`config.mk`:
```
export PLATFORM = sky130hd
export DESIGN_NAME = pkt_capture_top
export DESIGN_NICKNAME = d
export VERILOG_FILES = /design/src/pkt_capture_pkg.sv /design/src/fifo_port_if.sv /design/src/pkt_capture_top.sv /design/src/burst_writer.sv /design/src/rx_packet_framer.sv /design/src/word_fifo.sv /design/src/timestamp_counter.sv
export SDC_FILE = /design/constraint.sdc
export NUM_CORES = 2
export LEC_CHECK = 0
export BUFFER_PORTS_ARGS = -buffer_cell sky130_fd_sc_hd__buf_2
export CAP_MARGIN = 20
export CORE_ASPECT_RATIO = 1.25
export CORE_MARGIN = 4
export CORE_UTILIZATION = 45
export DETAILED_ROUTE_END_ITERATION = 12
export GPL_ROUTABILITY_DRIVEN = 0
export MAX_ROUTING_LAYER = met4
export PLACE_DENSITY = 0.66
export SYNTH_ARGS = -nofsm -noshare
export SYNTH_HDL_FRONTEND = slang
export SYNTH_HIERARCHICAL = 1
export SYNTH_SLANG_ARGS = --single-unit
```
`constraint.sdc`:
```
create_clock -name clk -period 8.9 [get_ports clk]
set_input_delay 0 -clock clk [delete_from_list [all_inputs] [get_ports clk]]
set_output_delay 0 -clock clk [all_outputs]
set_load 0.01 [all_outputs]
```
`src/pkt_capture_pkg.sv`:
```
`default_nettype none

package pkt_capture_pkg;

    localparam int DATA_W          = 32;              // data and address width
    localparam int MAX_PKT_BYTES   = 64;
    localparam int MAX_PKT_WORDS   = MAX_PKT_BYTES / 4;
    localparam int HDR_WORDS       = 4;               // sec, nsec, len, len
    localparam int BURST_MAX       = 4;               // words per burst
    localparam int BURST_W         = $clog2(BURST_MAX + 1);
    localparam int DATA_FIFO_DEPTH = 64;
    localparam int DESC_FIFO_DEPTH = 8;
    localparam int NS_PER_CYCLE    = 20;              // 50 MHz clock
    localparam int NS_PER_SEC      = 1_000_000_000;

    typedef logic [15:0] len_t;                       // byte length

    // one entry per captured packet, 80 bits
    typedef struct packed {
        len_t        length;
        logic [31:0] sec;
        logic [31:0] nsec;
    } pkt_desc_t;

endpackage

`default_nettype wire
```
`src/fifo_port_if.sv`:
```
`timescale 1ns/1ps
`default_nettype none

interface fifo_port_if #(
    parameter type payload_t = logic [31:0],
    parameter int  DEPTH     = 64
);

    localparam int CNT_W = $clog2(DEPTH + 1);

    logic             push;       // one-cycle strobe, ignored when full
    payload_t         push_data;
    logic             pop;        // one-cycle strobe, ignored when empty
    payload_t         head;       // oldest entry, valid while !empty
    logic             empty;
    logic             full;
    logic [CNT_W-1:0] used;

    modport writer (output push, output push_data, input empty, input full, input used);

    modport reader (output pop, input head, input empty, input full, input used);

    modport fifo (
        input  push, push_data, pop,
        output head, empty, full, used
    );

endinterface

`default_nettype wire

```
`src/pkt_capture_top.sv`:
```
`timescale 1ns/1ps
`default_nettype none

module pkt_capture_top (
    input  wire                                 clk,
    input  wire                                 reset,
    input  wire  [pkt_capture_pkg::DATA_W-1:0]  i_base_addr,
    // receive port
    input  wire                                 i_rx_valid,
    input  wire                                 i_rx_first,
    input  wire                                 i_rx_last,
    input  wire  [2:0]                          i_rx_last_bytes,
    input  wire  [pkt_capture_pkg::DATA_W-1:0]  i_rx_data,
    // timestamp load
    input  wire                                 i_ts_set,
    input  wire  [31:0]                         i_ts_sec,
    input  wire  [31:0]                         i_ts_nsec,
    // avalon-mm host
    output logic [pkt_capture_pkg::DATA_W-1:0]  o_av_address,
    output logic [pkt_capture_pkg::DATA_W-1:0]  o_av_writedata,
    output logic                                o_av_write,
    output logic [pkt_capture_pkg::BURST_W-1:0] o_av_burstcount,
    input  wire                                 i_av_waitrequest,
    output logic [15:0]                         o_drop_count,
    output logic                                o_record_done
);

    import pkt_capture_pkg::*;

    logic [31:0] ts_sec;
    logic [31:0] ts_nsec;

    fifo_port_if #(.payload_t(logic [DATA_W-1:0]), .DEPTH(DATA_FIFO_DEPTH)) data_if ();
    fifo_port_if #(.payload_t(pkt_desc_t), .DEPTH(DESC_FIFO_DEPTH)) desc_if ();

    timestamp_counter u_ts (
        .clk    (clk),
        .reset  (reset),
        .i_set  (i_ts_set),
        .i_sec  (i_ts_sec),
        .i_nsec (i_ts_nsec),
        .o_sec  (ts_sec),
        .o_nsec (ts_nsec)
    );

    rx_packet_framer u_framer (
        .clk             (clk),
        .reset           (reset),
        .i_rx_valid      (i_rx_valid),
        .i_rx_first      (i_rx_first),
        .i_rx_last       (i_rx_last),
        .i_rx_last_bytes (i_rx_last_bytes),
        .i_rx_data       (i_rx_data),
        .i_sec           (ts_sec),
        .i_nsec          (ts_nsec),
        .data_port       (data_if),
        .desc_port       (desc_if),
        .o_drop_count    (o_drop_count)
    );

    word_fifo #(.payload_t(logic [DATA_W-1:0]), .DEPTH(DATA_FIFO_DEPTH)) u_data_fifo (
        .clk     (clk),
        .reset   (reset),
        .port_if (data_if)
    );

    word_fifo #(.payload_t(pkt_desc_t), .DEPTH(DESC_FIFO_DEPTH)) u_desc_fifo (
        .clk     (clk),
        .reset   (reset),
        .port_if (desc_if)
    );

    burst_writer u_writer (
        .clk              (clk),
        .reset            (reset),
        .i_base_addr      (i_base_addr),
        .data_port        (data_if),
        .desc_port        (desc_if),
        .o_av_address     (o_av_address),
        .o_av_writedata   (o_av_writedata),
        .o_av_write       (o_av_write),
        .o_av_burstcount  (o_av_burstcount),
        .i_av_waitrequest (i_av_waitrequest),
        .o_record_done    (o_record_done)
    );

endmodule

`default_nettype wire

```
`src/burst_writer.sv`:
```
`timescale 1ns/1ps
`default_nettype none

module burst_writer (
    input  wire                                 clk,
    input  wire                                 reset,
    input  wire  [pkt_capture_pkg::DATA_W-1:0]  i_base_addr,
    fifo_port_if.reader                         data_port,
    fifo_port_if.reader                         desc_port,
    output logic [pkt_capture_pkg::DATA_W-1:0]  o_av_address,
    output logic [pkt_capture_pkg::DATA_W-1:0]  o_av_writedata,
    output logic                                o_av_write,
    output logic [pkt_capture_pkg::BURST_W-1:0] o_av_burstcount,
    input  wire                                 i_av_waitrequest,
    output logic                                o_record_done
);

    import pkt_capture_pkg::*;

    localparam int HDR_IDX_W = $clog2(HDR_WORDS);

    typedef enum logic [1:0] {
        IDLE,
        HEADER,
        DATA
    } state_t;

    state_t               state;
    pkt_desc_t            desc_head;
    pkt_desc_t            desc_q;       // descriptor of the record in flight
    len_t                 rec_words;
    len_t                 rec_left;     // words of the record not yet accepted
    logic [BURST_W-1:0]   burst_left;
    logic [HDR_IDX_W-1:0] hdr_idx;
    logic [DATA_W-1:0]    rec_addr;     // start of the next record
    logic [DATA_W-1:0]    burst_end_addr;
    logic                 desc_pop;
    logic                 word_acc;

    function automatic logic [BURST_W-1:0] burst_size(input len_t words);
        if (words > len_t'(BURST_MAX)) begin
            return BURST_W'(BURST_MAX);
        end
        return BURST_W'(words);
    endfunction

    assign desc_head = desc_port.head;
    // header plus data words, rounded up to whole words
    assign rec_words = len_t'(HDR_WORDS) + ((desc_head.length + len_t'(3)) >> 2);

    assign word_acc       = o_av_write && !i_av_waitrequest;
    assign burst_end_addr = o_av_address + DATA_W'({o_av_burstcount, 2'b00});

    assign desc_pop       = (state == IDLE) && !desc_port.empty;
    assign desc_port.pop  = desc_pop;
    assign data_port.pop  = (state == DATA) && word_acc;   // only on acceptance

    always_comb begin
        if (state == DATA) begin
            o_av_writedata = data_port.head;
        end else begin
            case (hdr_idx)
                2'd0:    o_av_writedata = desc_q.sec;
                2'd1:    o_av_writedata = desc_q.nsec;
                default: o_av_writedata = DATA_W'(desc_q.length);  // length twice
            endcase
        end
    end

    always_ff @(posedge clk) begin
        if (desc_pop) begin
            desc_q <= desc_head;
        end
    end

    always_ff @(posedge clk) begin
        if (!reset) begin
            state         <= IDLE;
            o_av_write    <= 1'b0;
            o_record_done <= 1'b0;
            rec_addr      <= i_base_addr;
            rec_left      <= '0;
            burst_left    <= '0;
            hdr_idx       <= '0;
        end else begin
            o_record_done <= 1'b0;
            case (state)
                IDLE: begin
                    if (desc_pop) begin
                        state           <= HEADER;
                        o_av_write      <= 1'b1;
                        o_av_address    <= rec_addr;
                        o_av_burstcount <= burst_size(rec_words);
                        burst_left      <= burst_size(rec_words);
                        rec_left        <= rec_words;
                        hdr_idx         <= '0;
                    end
                end
                default: begin
                    // waitrequest holds everything where it is
                    if (word_acc) begin
                        rec_left   <= rec_left - 1'b1;
                        burst_left <= burst_left - 1'b1;
                        if (state == HEADER) begin
                            hdr_idx <= hdr_idx + 1'b1;
                            if (hdr_idx == HDR_IDX_W'(HDR_WORDS - 1)) begin
                                state <= DATA;
                            end
                        end
                        if (burst_left == BURST_W'(1)) begin
                            if (rec_left == len_t'(1)) begin
                                state         <= IDLE;
                                o_av_write    <= 1'b0;
                                o_record_done <= 1'b1;
                                rec_addr      <= burst_end_addr;   // packed records
                            end else begin
                                // next burst starts right behind this one
                                o_av_address    <= burst_end_addr;
                                o_av_burstcount <= burst_size(rec_left - 1'b1);
                                burst_left      <= burst_size(rec_left - 1'b1);
                            end
                        end
                    end
                end
            endcase
        end
    end

endmodule

`default_nettype wire

```
`src/rx_packet_framer.sv`:
```
`timescale 1ns/1ps
`default_nettype none

module rx_packet_framer (
    input  wire                               clk,
    input  wire                               reset,
    input  wire                               i_rx_valid,
    input  wire                               i_rx_first,
    input  wire                               i_rx_last,
    input  wire  [2:0]                        i_rx_last_bytes,
    input  wire  [pkt_capture_pkg::DATA_W-1:0] i_rx_data,
    input  wire  [31:0]                       i_sec,
    input  wire  [31:0]                       i_nsec,
    fifo_port_if.writer                       data_port,
    fifo_port_if.writer                       desc_port,
    output logic [15:0]                       o_drop_count
);

    import pkt_capture_pkg::*;

    logic        keep_pkt;      // decision held for the rest of the packet
    len_t        word_cnt;
    logic [31:0] ts_sec;
    logic [31:0] ts_nsec;
    int          data_fill;
    int          desc_fill;
    logic        room_ok;
    logic        keep_word;
    len_t        cur_words;
    len_t        byte_len;
    pkt_desc_t   desc_next;

    always_comb begin
        // occupancy includes the entry still sitting in the push register
        data_fill = int'(data_port.used) + int'(data_port.push);
        desc_fill = int'(desc_port.used) + int'(desc_port.push);
        room_ok   = (data_fill + MAX_PKT_WORDS <= DATA_FIFO_DEPTH) &&
                    (desc_fill < DESC_FIFO_DEPTH);
        keep_word = i_rx_first ? room_ok : keep_pkt;
        cur_words = i_rx_first ? len_t'(1) : word_cnt + 1'b1;
        byte_len  = (cur_words << 2) - len_t'(3'd4 - i_rx_last_bytes);

        desc_next.length = byte_len;
        desc_next.sec    = i_rx_first ? i_sec : ts_sec;   // one-word packet
        desc_next.nsec   = i_rx_first ? i_nsec : ts_nsec;
    end

    always_ff @(posedge clk) begin
        if (!reset) begin
            keep_pkt       <= 1'b0;
            word_cnt       <= '0;
            o_drop_count   <= '0;
            data_port.push <= 1'b0;
            desc_port.push <= 1'b0;
        end else begin
            data_port.push <= i_rx_valid && keep_word;
            desc_port.push <= i_rx_valid && i_rx_last && keep_word;
            if (i_rx_valid) begin
                word_cnt <= cur_words;
                if (i_rx_first) begin
                    keep_pkt <= room_ok;
                    if (!room_ok) begin
                        o_drop_count <= o_drop_count + 1'b1;  // whole packet goes
                    end
                end
            end
        end
    end

    always_ff @(posedge clk) begin
        data_port.push_data <= i_rx_data;
        desc_port.push_data <= desc_next;
        if (i_rx_valid && i_rx_first) begin
            ts_sec  <= i_sec;   // time of the first word
            ts_nsec <= i_nsec;
        end
    end

endmodule

`default_nettype wire

```
`src/word_fifo.sv`:
```
`timescale 1ns/1ps
`default_nettype none

module word_fifo #(
    parameter type payload_t = logic [31:0],
    parameter int  DEPTH     = 64
) (
    input wire        clk,
    input wire        reset,
    fifo_port_if.fifo port_if
);

    localparam int PTR_W = $clog2(DEPTH);
    localparam int CNT_W = $clog2(DEPTH + 1);

    payload_t         mem [DEPTH];
    logic [PTR_W-1:0] wr_ptr;
    logic [PTR_W-1:0] rd_ptr;
    logic [CNT_W-1:0] count;
    logic             do_push;
    logic             do_pop;

    assign do_push = port_if.push && !port_if.full;
    assign do_pop  = port_if.pop && !port_if.empty;

    always_ff @(posedge clk) begin
        if (!reset) begin
            wr_ptr <= '0;
            rd_ptr <= '0;
            count  <= '0;
        end else begin
            if (do_push) begin
                wr_ptr <= (wr_ptr == PTR_W'(DEPTH - 1)) ? '0 : wr_ptr + 1'b1;
            end
            if (do_pop) begin
                rd_ptr <= (rd_ptr == PTR_W'(DEPTH - 1)) ? '0 : rd_ptr + 1'b1;
            end
            case ({do_push, do_pop})
                2'b10:   count <= count + 1'b1;
                2'b01:   count <= count - 1'b1;
                default: count <= count;    // both or neither
            endcase
        end
    end

    always_ff @(posedge clk) begin
        if (do_push) begin
            mem[wr_ptr] <= port_if.push_data;
        end
    end

    // show-ahead read, head follows rd_ptr
    assign port_if.head  = mem[rd_ptr];
    assign port_if.empty = (count == '0);
    assign port_if.full  = (count == CNT_W'(DEPTH));
    assign port_if.used  = count;

endmodule

`default_nettype wire

```
`src/timestamp_counter.sv`:
```
`timescale 1ns/1ps
`default_nettype none

module timestamp_counter (
    input  wire         clk,
    input  wire         reset,
    input  wire         i_set,
    input  wire  [31:0] i_sec,
    input  wire  [31:0] i_nsec,
    output logic [31:0] o_sec,
    output logic [31:0] o_nsec
);

    import pkt_capture_pkg::*;

    logic [31:0] nsec_inc;
    logic        sec_wrap;

    assign nsec_inc = o_nsec + 32'(NS_PER_CYCLE);
    assign sec_wrap = (nsec_inc >= 32'(NS_PER_SEC));

    always_ff @(posedge clk) begin
        if (!reset) begin
            o_sec  <= '0;
            o_nsec <= '0;
        end else if (i_set) begin
            o_sec  <= i_sec;    // loaded value shows on the next cycle
            o_nsec <= i_nsec;
        end else if (sec_wrap) begin
            o_sec  <= o_sec + 1'b1;
            o_nsec <= nsec_inc - 32'(NS_PER_SEC);   // zero for aligned values
        end else begin
            o_nsec <= nsec_inc;
        end
    end

endmodule

`default_nettype wire

```
* Word level (Yosys, flattened, before mapping)
Memory sizes are Yosys's and may differ from the RTL's. A register that Yosys moved wholly into a read port is not among the register bits. Index checks and enable logic that the tools add are counted.
Word-level totals: bits in writable memories 2688, bits in registers 476, bits of input ports 138, logic and storage cells 200, memories 2, output and inout bits 85
Memories:
- u_data_fifo.mem | depth 64, bits a word 32, rd ports 1, clocked after Yosys merged registers in 1, wr ports 1, line word_fifo.sv:16 | payload_t mem [DEPTH];
- u_desc_fifo.mem | depth 8, bits a word 80, rd ports 1, clocked after Yosys merged registers in 1, wr ports 1, line word_fifo.sv:16
Cells by class: add/sub/neg operators 24, reductions and logical operators 35, bitwise logic cells 4, equality and inequality tests 22, order comparisons 5, multiplexer cells 77
Operators with widths (number):
- 32-bit two-way mux | 17
- 16-bit two-way mux | 4
- 32-bit case mux with 2 select lines | 1
- 3-bit two-way mux | 17
- 16-bit by 1-bit adder with 16-bit output (second input constant) | 2
- 32-bit by 1-bit adder with 32-bit output (second input constant) | 1
- 32-bit by 5-bit adder with 32-bit output | 1
- 32-bit by 5-bit adder with 32-bit output (second input constant) | 1
- 32-bit by 6-bit adder with 32-bit output (second input constant) | 1
- 32-bit by 30-bit >= comparator with 1-bit output (second input constant) | 1
- 16-bit by 3-bit greater-than comparator with 1-bit output (second input constant) | 2
- 32-bit by 8-bit <= comparator with 1-bit output (second input constant) | 1
- 32-bit by 5-bit < comparator with 1-bit output (second input constant) | 1
- 32-bit by 30-bit subtractor with 32-bit output (second input constant) | 1
- 6-bit two-way mux | 4
- 2-bit two-way mux | 11
- 1-bit two-way mux | 21
- 16-bit by 2-bit adder with 16-bit output (second input constant) | 1
- 16-bit by 1-bit equality test with 1-bit output (second input constant) | 1
- 16-bit by 1-bit subtractor with 16-bit output (second input constant) | 1
- 16-bit subtractor | 1
- 3-bit by 14-bit adder with 15-bit output (first input constant) | 1
- 7-bit case mux with 2 select lines | 1
- 2-bit nonzero test | 7
- 32 further kinds | 67

* Longest topological paths before layout
depth after elaboration 13, gate-level depth with buffers 16

* Modules after synthesis
The synthesis kept the hierarchy.
By module, submodules not included:
- word_fifo at u_data_fifo | area each 79827.8 um^2, times used 1, cells each 3517, sequential area each 61999.5 um^2
- word_fifo at u_desc_fifo | area each 24715.0 um^2, times used 1, cells each 1004, sequential area each 19478.7 um^2
- burst_writer | area each 8603.3 um^2, times used 1, cells each 824, sequential area each 4914.7 um^2
- rx_packet_framer | area each 7687.4 um^2, times used 1, cells each 594, sequential area each 4824.6 um^2
- timestamp_counter | area each 4645.7 um^2, times used 1, cells each 587, sequential area each 1281.2 um^2

* Worst setup path after synthesis
Ideal clock, no wire load.
kind flip-flop to flip-flop, start point reg u_desc_fifo.count[0] (netlist: u_desc_fifo/port_if.used[0]), end point mem u_desc_fifo/mem[0][0] (netlist name), enable pin, buffers on the path 2, arrival time 8488 ps, clock period less this slack 9203 ps, cell stages (with the launch flop) 6, slack -303 ps, required time 8185 ps, cells stage by stage dfxtp_1 > buf_2 > nor3_1 > a21bo_2 > buf_2 > nor4_1
Between the ends: longest elaborated chain between the ends 5
Ends and longest elaborated chain:
- start, declared | line word_fifo.sv:19 | logic [CNT_W-1:0] count;
- start signal, assigned | line word_fifo.sv:39 | 2'b10: count <= count + 1'b1;
- start signal, assigned | line word_fifo.sv:40 | 2'b01: count <= count - 1'b1;
- start signal, assigned | line word_fifo.sv:41 | default: count <= count;
- 4-bit equality test | line word_fifo.sv:55 | assign port_if.full = (count == CNT_W'(DEPTH));
- 1-bit logical NOT | line word_fifo.sv:23 | assign do_push = port_if.push && !port_if.full;
- 1-bit logical AND | line word_fifo.sv:23
- 1-bit two-way mux | line word_fifo.sv:47 | if (do_push) begin
- 1-bit two-way mux (not written as such) | line word_fifo.sv:48 | mem[wr_ptr] <= port_if.push_data;
- end, declared | line word_fifo.sv:16
Every way passes these cells.

==> summary.md <==
| Metric | Value |
|---|---|
| Outcome | finished, final reports clean |
| Post-route ant nets | 0 |
| Slowest stage cell on the critical path | a311oi_1 |
| Final Hold Viols | 0 |
| CP most frequent cell | a21oi_1 |
| Register area | 92600 um^2 |
| Crit-path max cell delay | 0.96 ns |
| Met3 WL | 21.4 mm |
| Worst-path fanout max | 107 |
| Fill count | 21657 |
| Placed Area | 131000 um^2 |
| Fin area | 144000 um^2 |
| Vias in the first global route | 67594 |
| Number of max-cap violations | 0 |
| HPWL after DPL | 179 mm |
| Clock root buffer | clkbuf_16 |
| Gate count after technology mapping | 6524 |
| Drt pass-1 iters | 6 |
| Startpoint types | flip-flop |
| Worst EP arrival | 5.55 ns |
| Least-Margin Pin Slew | 1.16 ns |
| CP endpoint kind | primary output |
| Initial Utilization | 45.2% |
| Post-CTS sizing | 0 |
| CTS tree | yes |
| Worst-Skew Late Latency | 0.88 ns |
| # rows | 216 |
| RR Startpoint | u_ts/o_nsec[2] |
| Mapped Nets | 6709 |
| Leakage Power | 44.6 nW |
| HP Class | in -> reg |
| Detailed-route via count | 66778 |
| Syn. warnings | 6 |
| Bufs and invs on worst path | 2 |
| Slew HR | 22.1% |
| Global-route wire length before repair | 461 mm |
| Post-route clock period utilization | 62.3% |
| Mean post-synth cell area | 19.2 um^2 |
| Max Root-Sink Buffers | 4 |
| Design Power | 0.0303 W |
| Die width | 480 um |
| Vias per std cell | 6.00 |
| Met1 wire length | 118 mm |
| Final core occ | 52.1% |
| CP top delay family | compound AO/OA/AOI/OAI gates |
| Layout cells sized above 1 | 24.4% |
| Final Routed Wirelength | 316 mm |
| Area delta synth->final | 15.1% |
| Clk_skew | 0.0767 ns |
| Mapped Area | 125000 um^2 |
| Dpl cells | 10240 |
| Post-route insts no fill | 11126 |
| Critical path class | reg -> out |
| Setup violators final | 0 |
| WL/cell | 28.4 um |
| Critical-path cell list | buf_12 -> mux4_2 -> o221ai_1 -> a21oi_1 -> a21oi_1 -> a311oi_1 -> nor2_1 -> a31oi_1 -> buf_2 |
| Die footprint | 287000 um^2 |
| Total congestion overflow | 0 |
| Postcts setup bufs | 0 |
| Critical Path RT | 8.90 ns |
| PwrDens | 210 nW/um^2 |
| Routed wl met2 | 163 mm |
| Highest Signal Layer | met4 |
| Core Area | 277000 um^2 |
| Antenna violations before repair | 13 |
| TritonCTS buffer count | 308 |
| # DRC | 0 |
| Sink Count | 3171 |
| Largest net degree at the start of global routing | 108 |
| Footprint of the multi-input gates | 31100 um^2 |
| Total track usage | 22.3% |
| Setup TNS Final | 0 ns |
| # IOs | 223 |
| Initial DRC Count | 6901 |
| Hold_sp | i_base_addr[10] |
| Final min period | 5.55 ns |
| Slew Limit Fails | 0 |
| RSZ-0062 raised after global routing | false |
| Maximum VDD drop | 0.193 mV |
| Die Ht | 598 um |
| H-tree levels | 5 |
| PortBufs | 222 |
| FMAX | 0.180 GHz |
| Clock transition at the registers of the reported paths | 0.06 ns |
| Final #Nets | 7355 |
-- power breakdown --
group | total [W] | internal, W | switching [W]
Clock | 0.0128 | 0.00740 | 0.00543
Sequential | 0.0166 | 0.0164 | 0.000186
Combinational | 0.000829 | 0.000335 | 0.000494
Total | 0.0303 | 0.0242 | 0.00611
-- worst register-to-register path, stage by stage, from the launching register on --
cell	delay, ns
dfxtp_1	0.51
ha_1	0.48
o2111a_1	0.41
nand4_1	0.29
nor4_1	0.77
nand3_1	0.24
o31ai_4	0.23
buf_16	0.24
a22oi_1	0.13
and3_1	0.24
a32oi_1	0.13
dlygate4sd3_1	0.57
nand3b_1	0.07
dlygate4sd3_1	0.55
-- path summary, 6_finish.rpt --
kind                                           end  slack, ns  cells past startpoint
setup / recovery                 o_av_writedata[1]       3.35                      9
setup reg to reg                   u_ts/o_nsec[24]       3.92                     13
hold / removal               u_writer/rec_addr[10]       0.05                      4
hold reg to reg   u_framer/desc_port.push_data[10]       0.47                      1
-- cells in the final DEF (no fill, tap or decap), drive strengths merged, types with 41 or more instances in the layout --
| cell type | count |
|---|---|
| o21ai | 107 |
| nor2b | 41 |
| nand2 | 174 |
| xnor2 | 85 |
| buf | 405 |
| and3 | 48 |
| inv | 61 |
| dlygate4sd3 | 299 |
| clkbuf | 395 |
| mux2 | 167 |
| mux2i | 217 |
| dfxtp | 272 |
| xor2 | 55 |
| nand3 | 104 |
| mux4 | 637 |
| nor2 | 273 |
| a21oi | 226 |
| o22ai | 53 |
| nor3 | 47 |
| a22oi | 140 |
| clkinv | 105 |
| a211oi | 49 |
| ha | 46 |
| edfxtp | 2899 |
-- through the flow --
stage               setup slack, ns  hold WS [ns]
finish                         3.35        0.0510
global route                   3.12        0.0310
CTS                            3.34       0.00654
detailed placement             3.92         0.104
global placement               3.93         0.105
floorplan                     0.523        0.0277
-- state kept, by name (all words and copies together), names as in the netlist, 80 cells and up, named ones only --
register / flops
u_data_fifo/mem: 2048
u_desc_fifo/mem: 640
u_framer/desc_port.push_data: 80
u_writer/desc_q: 80
-- per-layer routing --
| metal | track usage [%] | up-vias |
|---|---|---|
| li1 | - | 28025 |
| met1 | 27.2 | 35104 |
| met2 | 38.0 | 2944 |
| met5 | - | - |
| met4 | 8.17 | 0 |
| met3 | 3.26 | 705 |
-- area by class of cell --
class                      instances  share of cell area (%)
multi-input combinational       2934                    21.6
tap                             3706                    3.21
inverter                          50                   0.130
timing repair buffer             705                    4.13
antenna                            9                  0.0156
clock buffer                     394                    5.78
clock inverter                   157                    1.05
sequential                      3171                    64.1
-- what timing repair did --
item / 4_1_cts / 5_1_grt
endpoints found under the hold margin: 211 / 0
hold buffers: 299 / 0
endpoints found under the setup margin: 0 / 0
No activity file was read; power rests on OpenSTA's default activity.
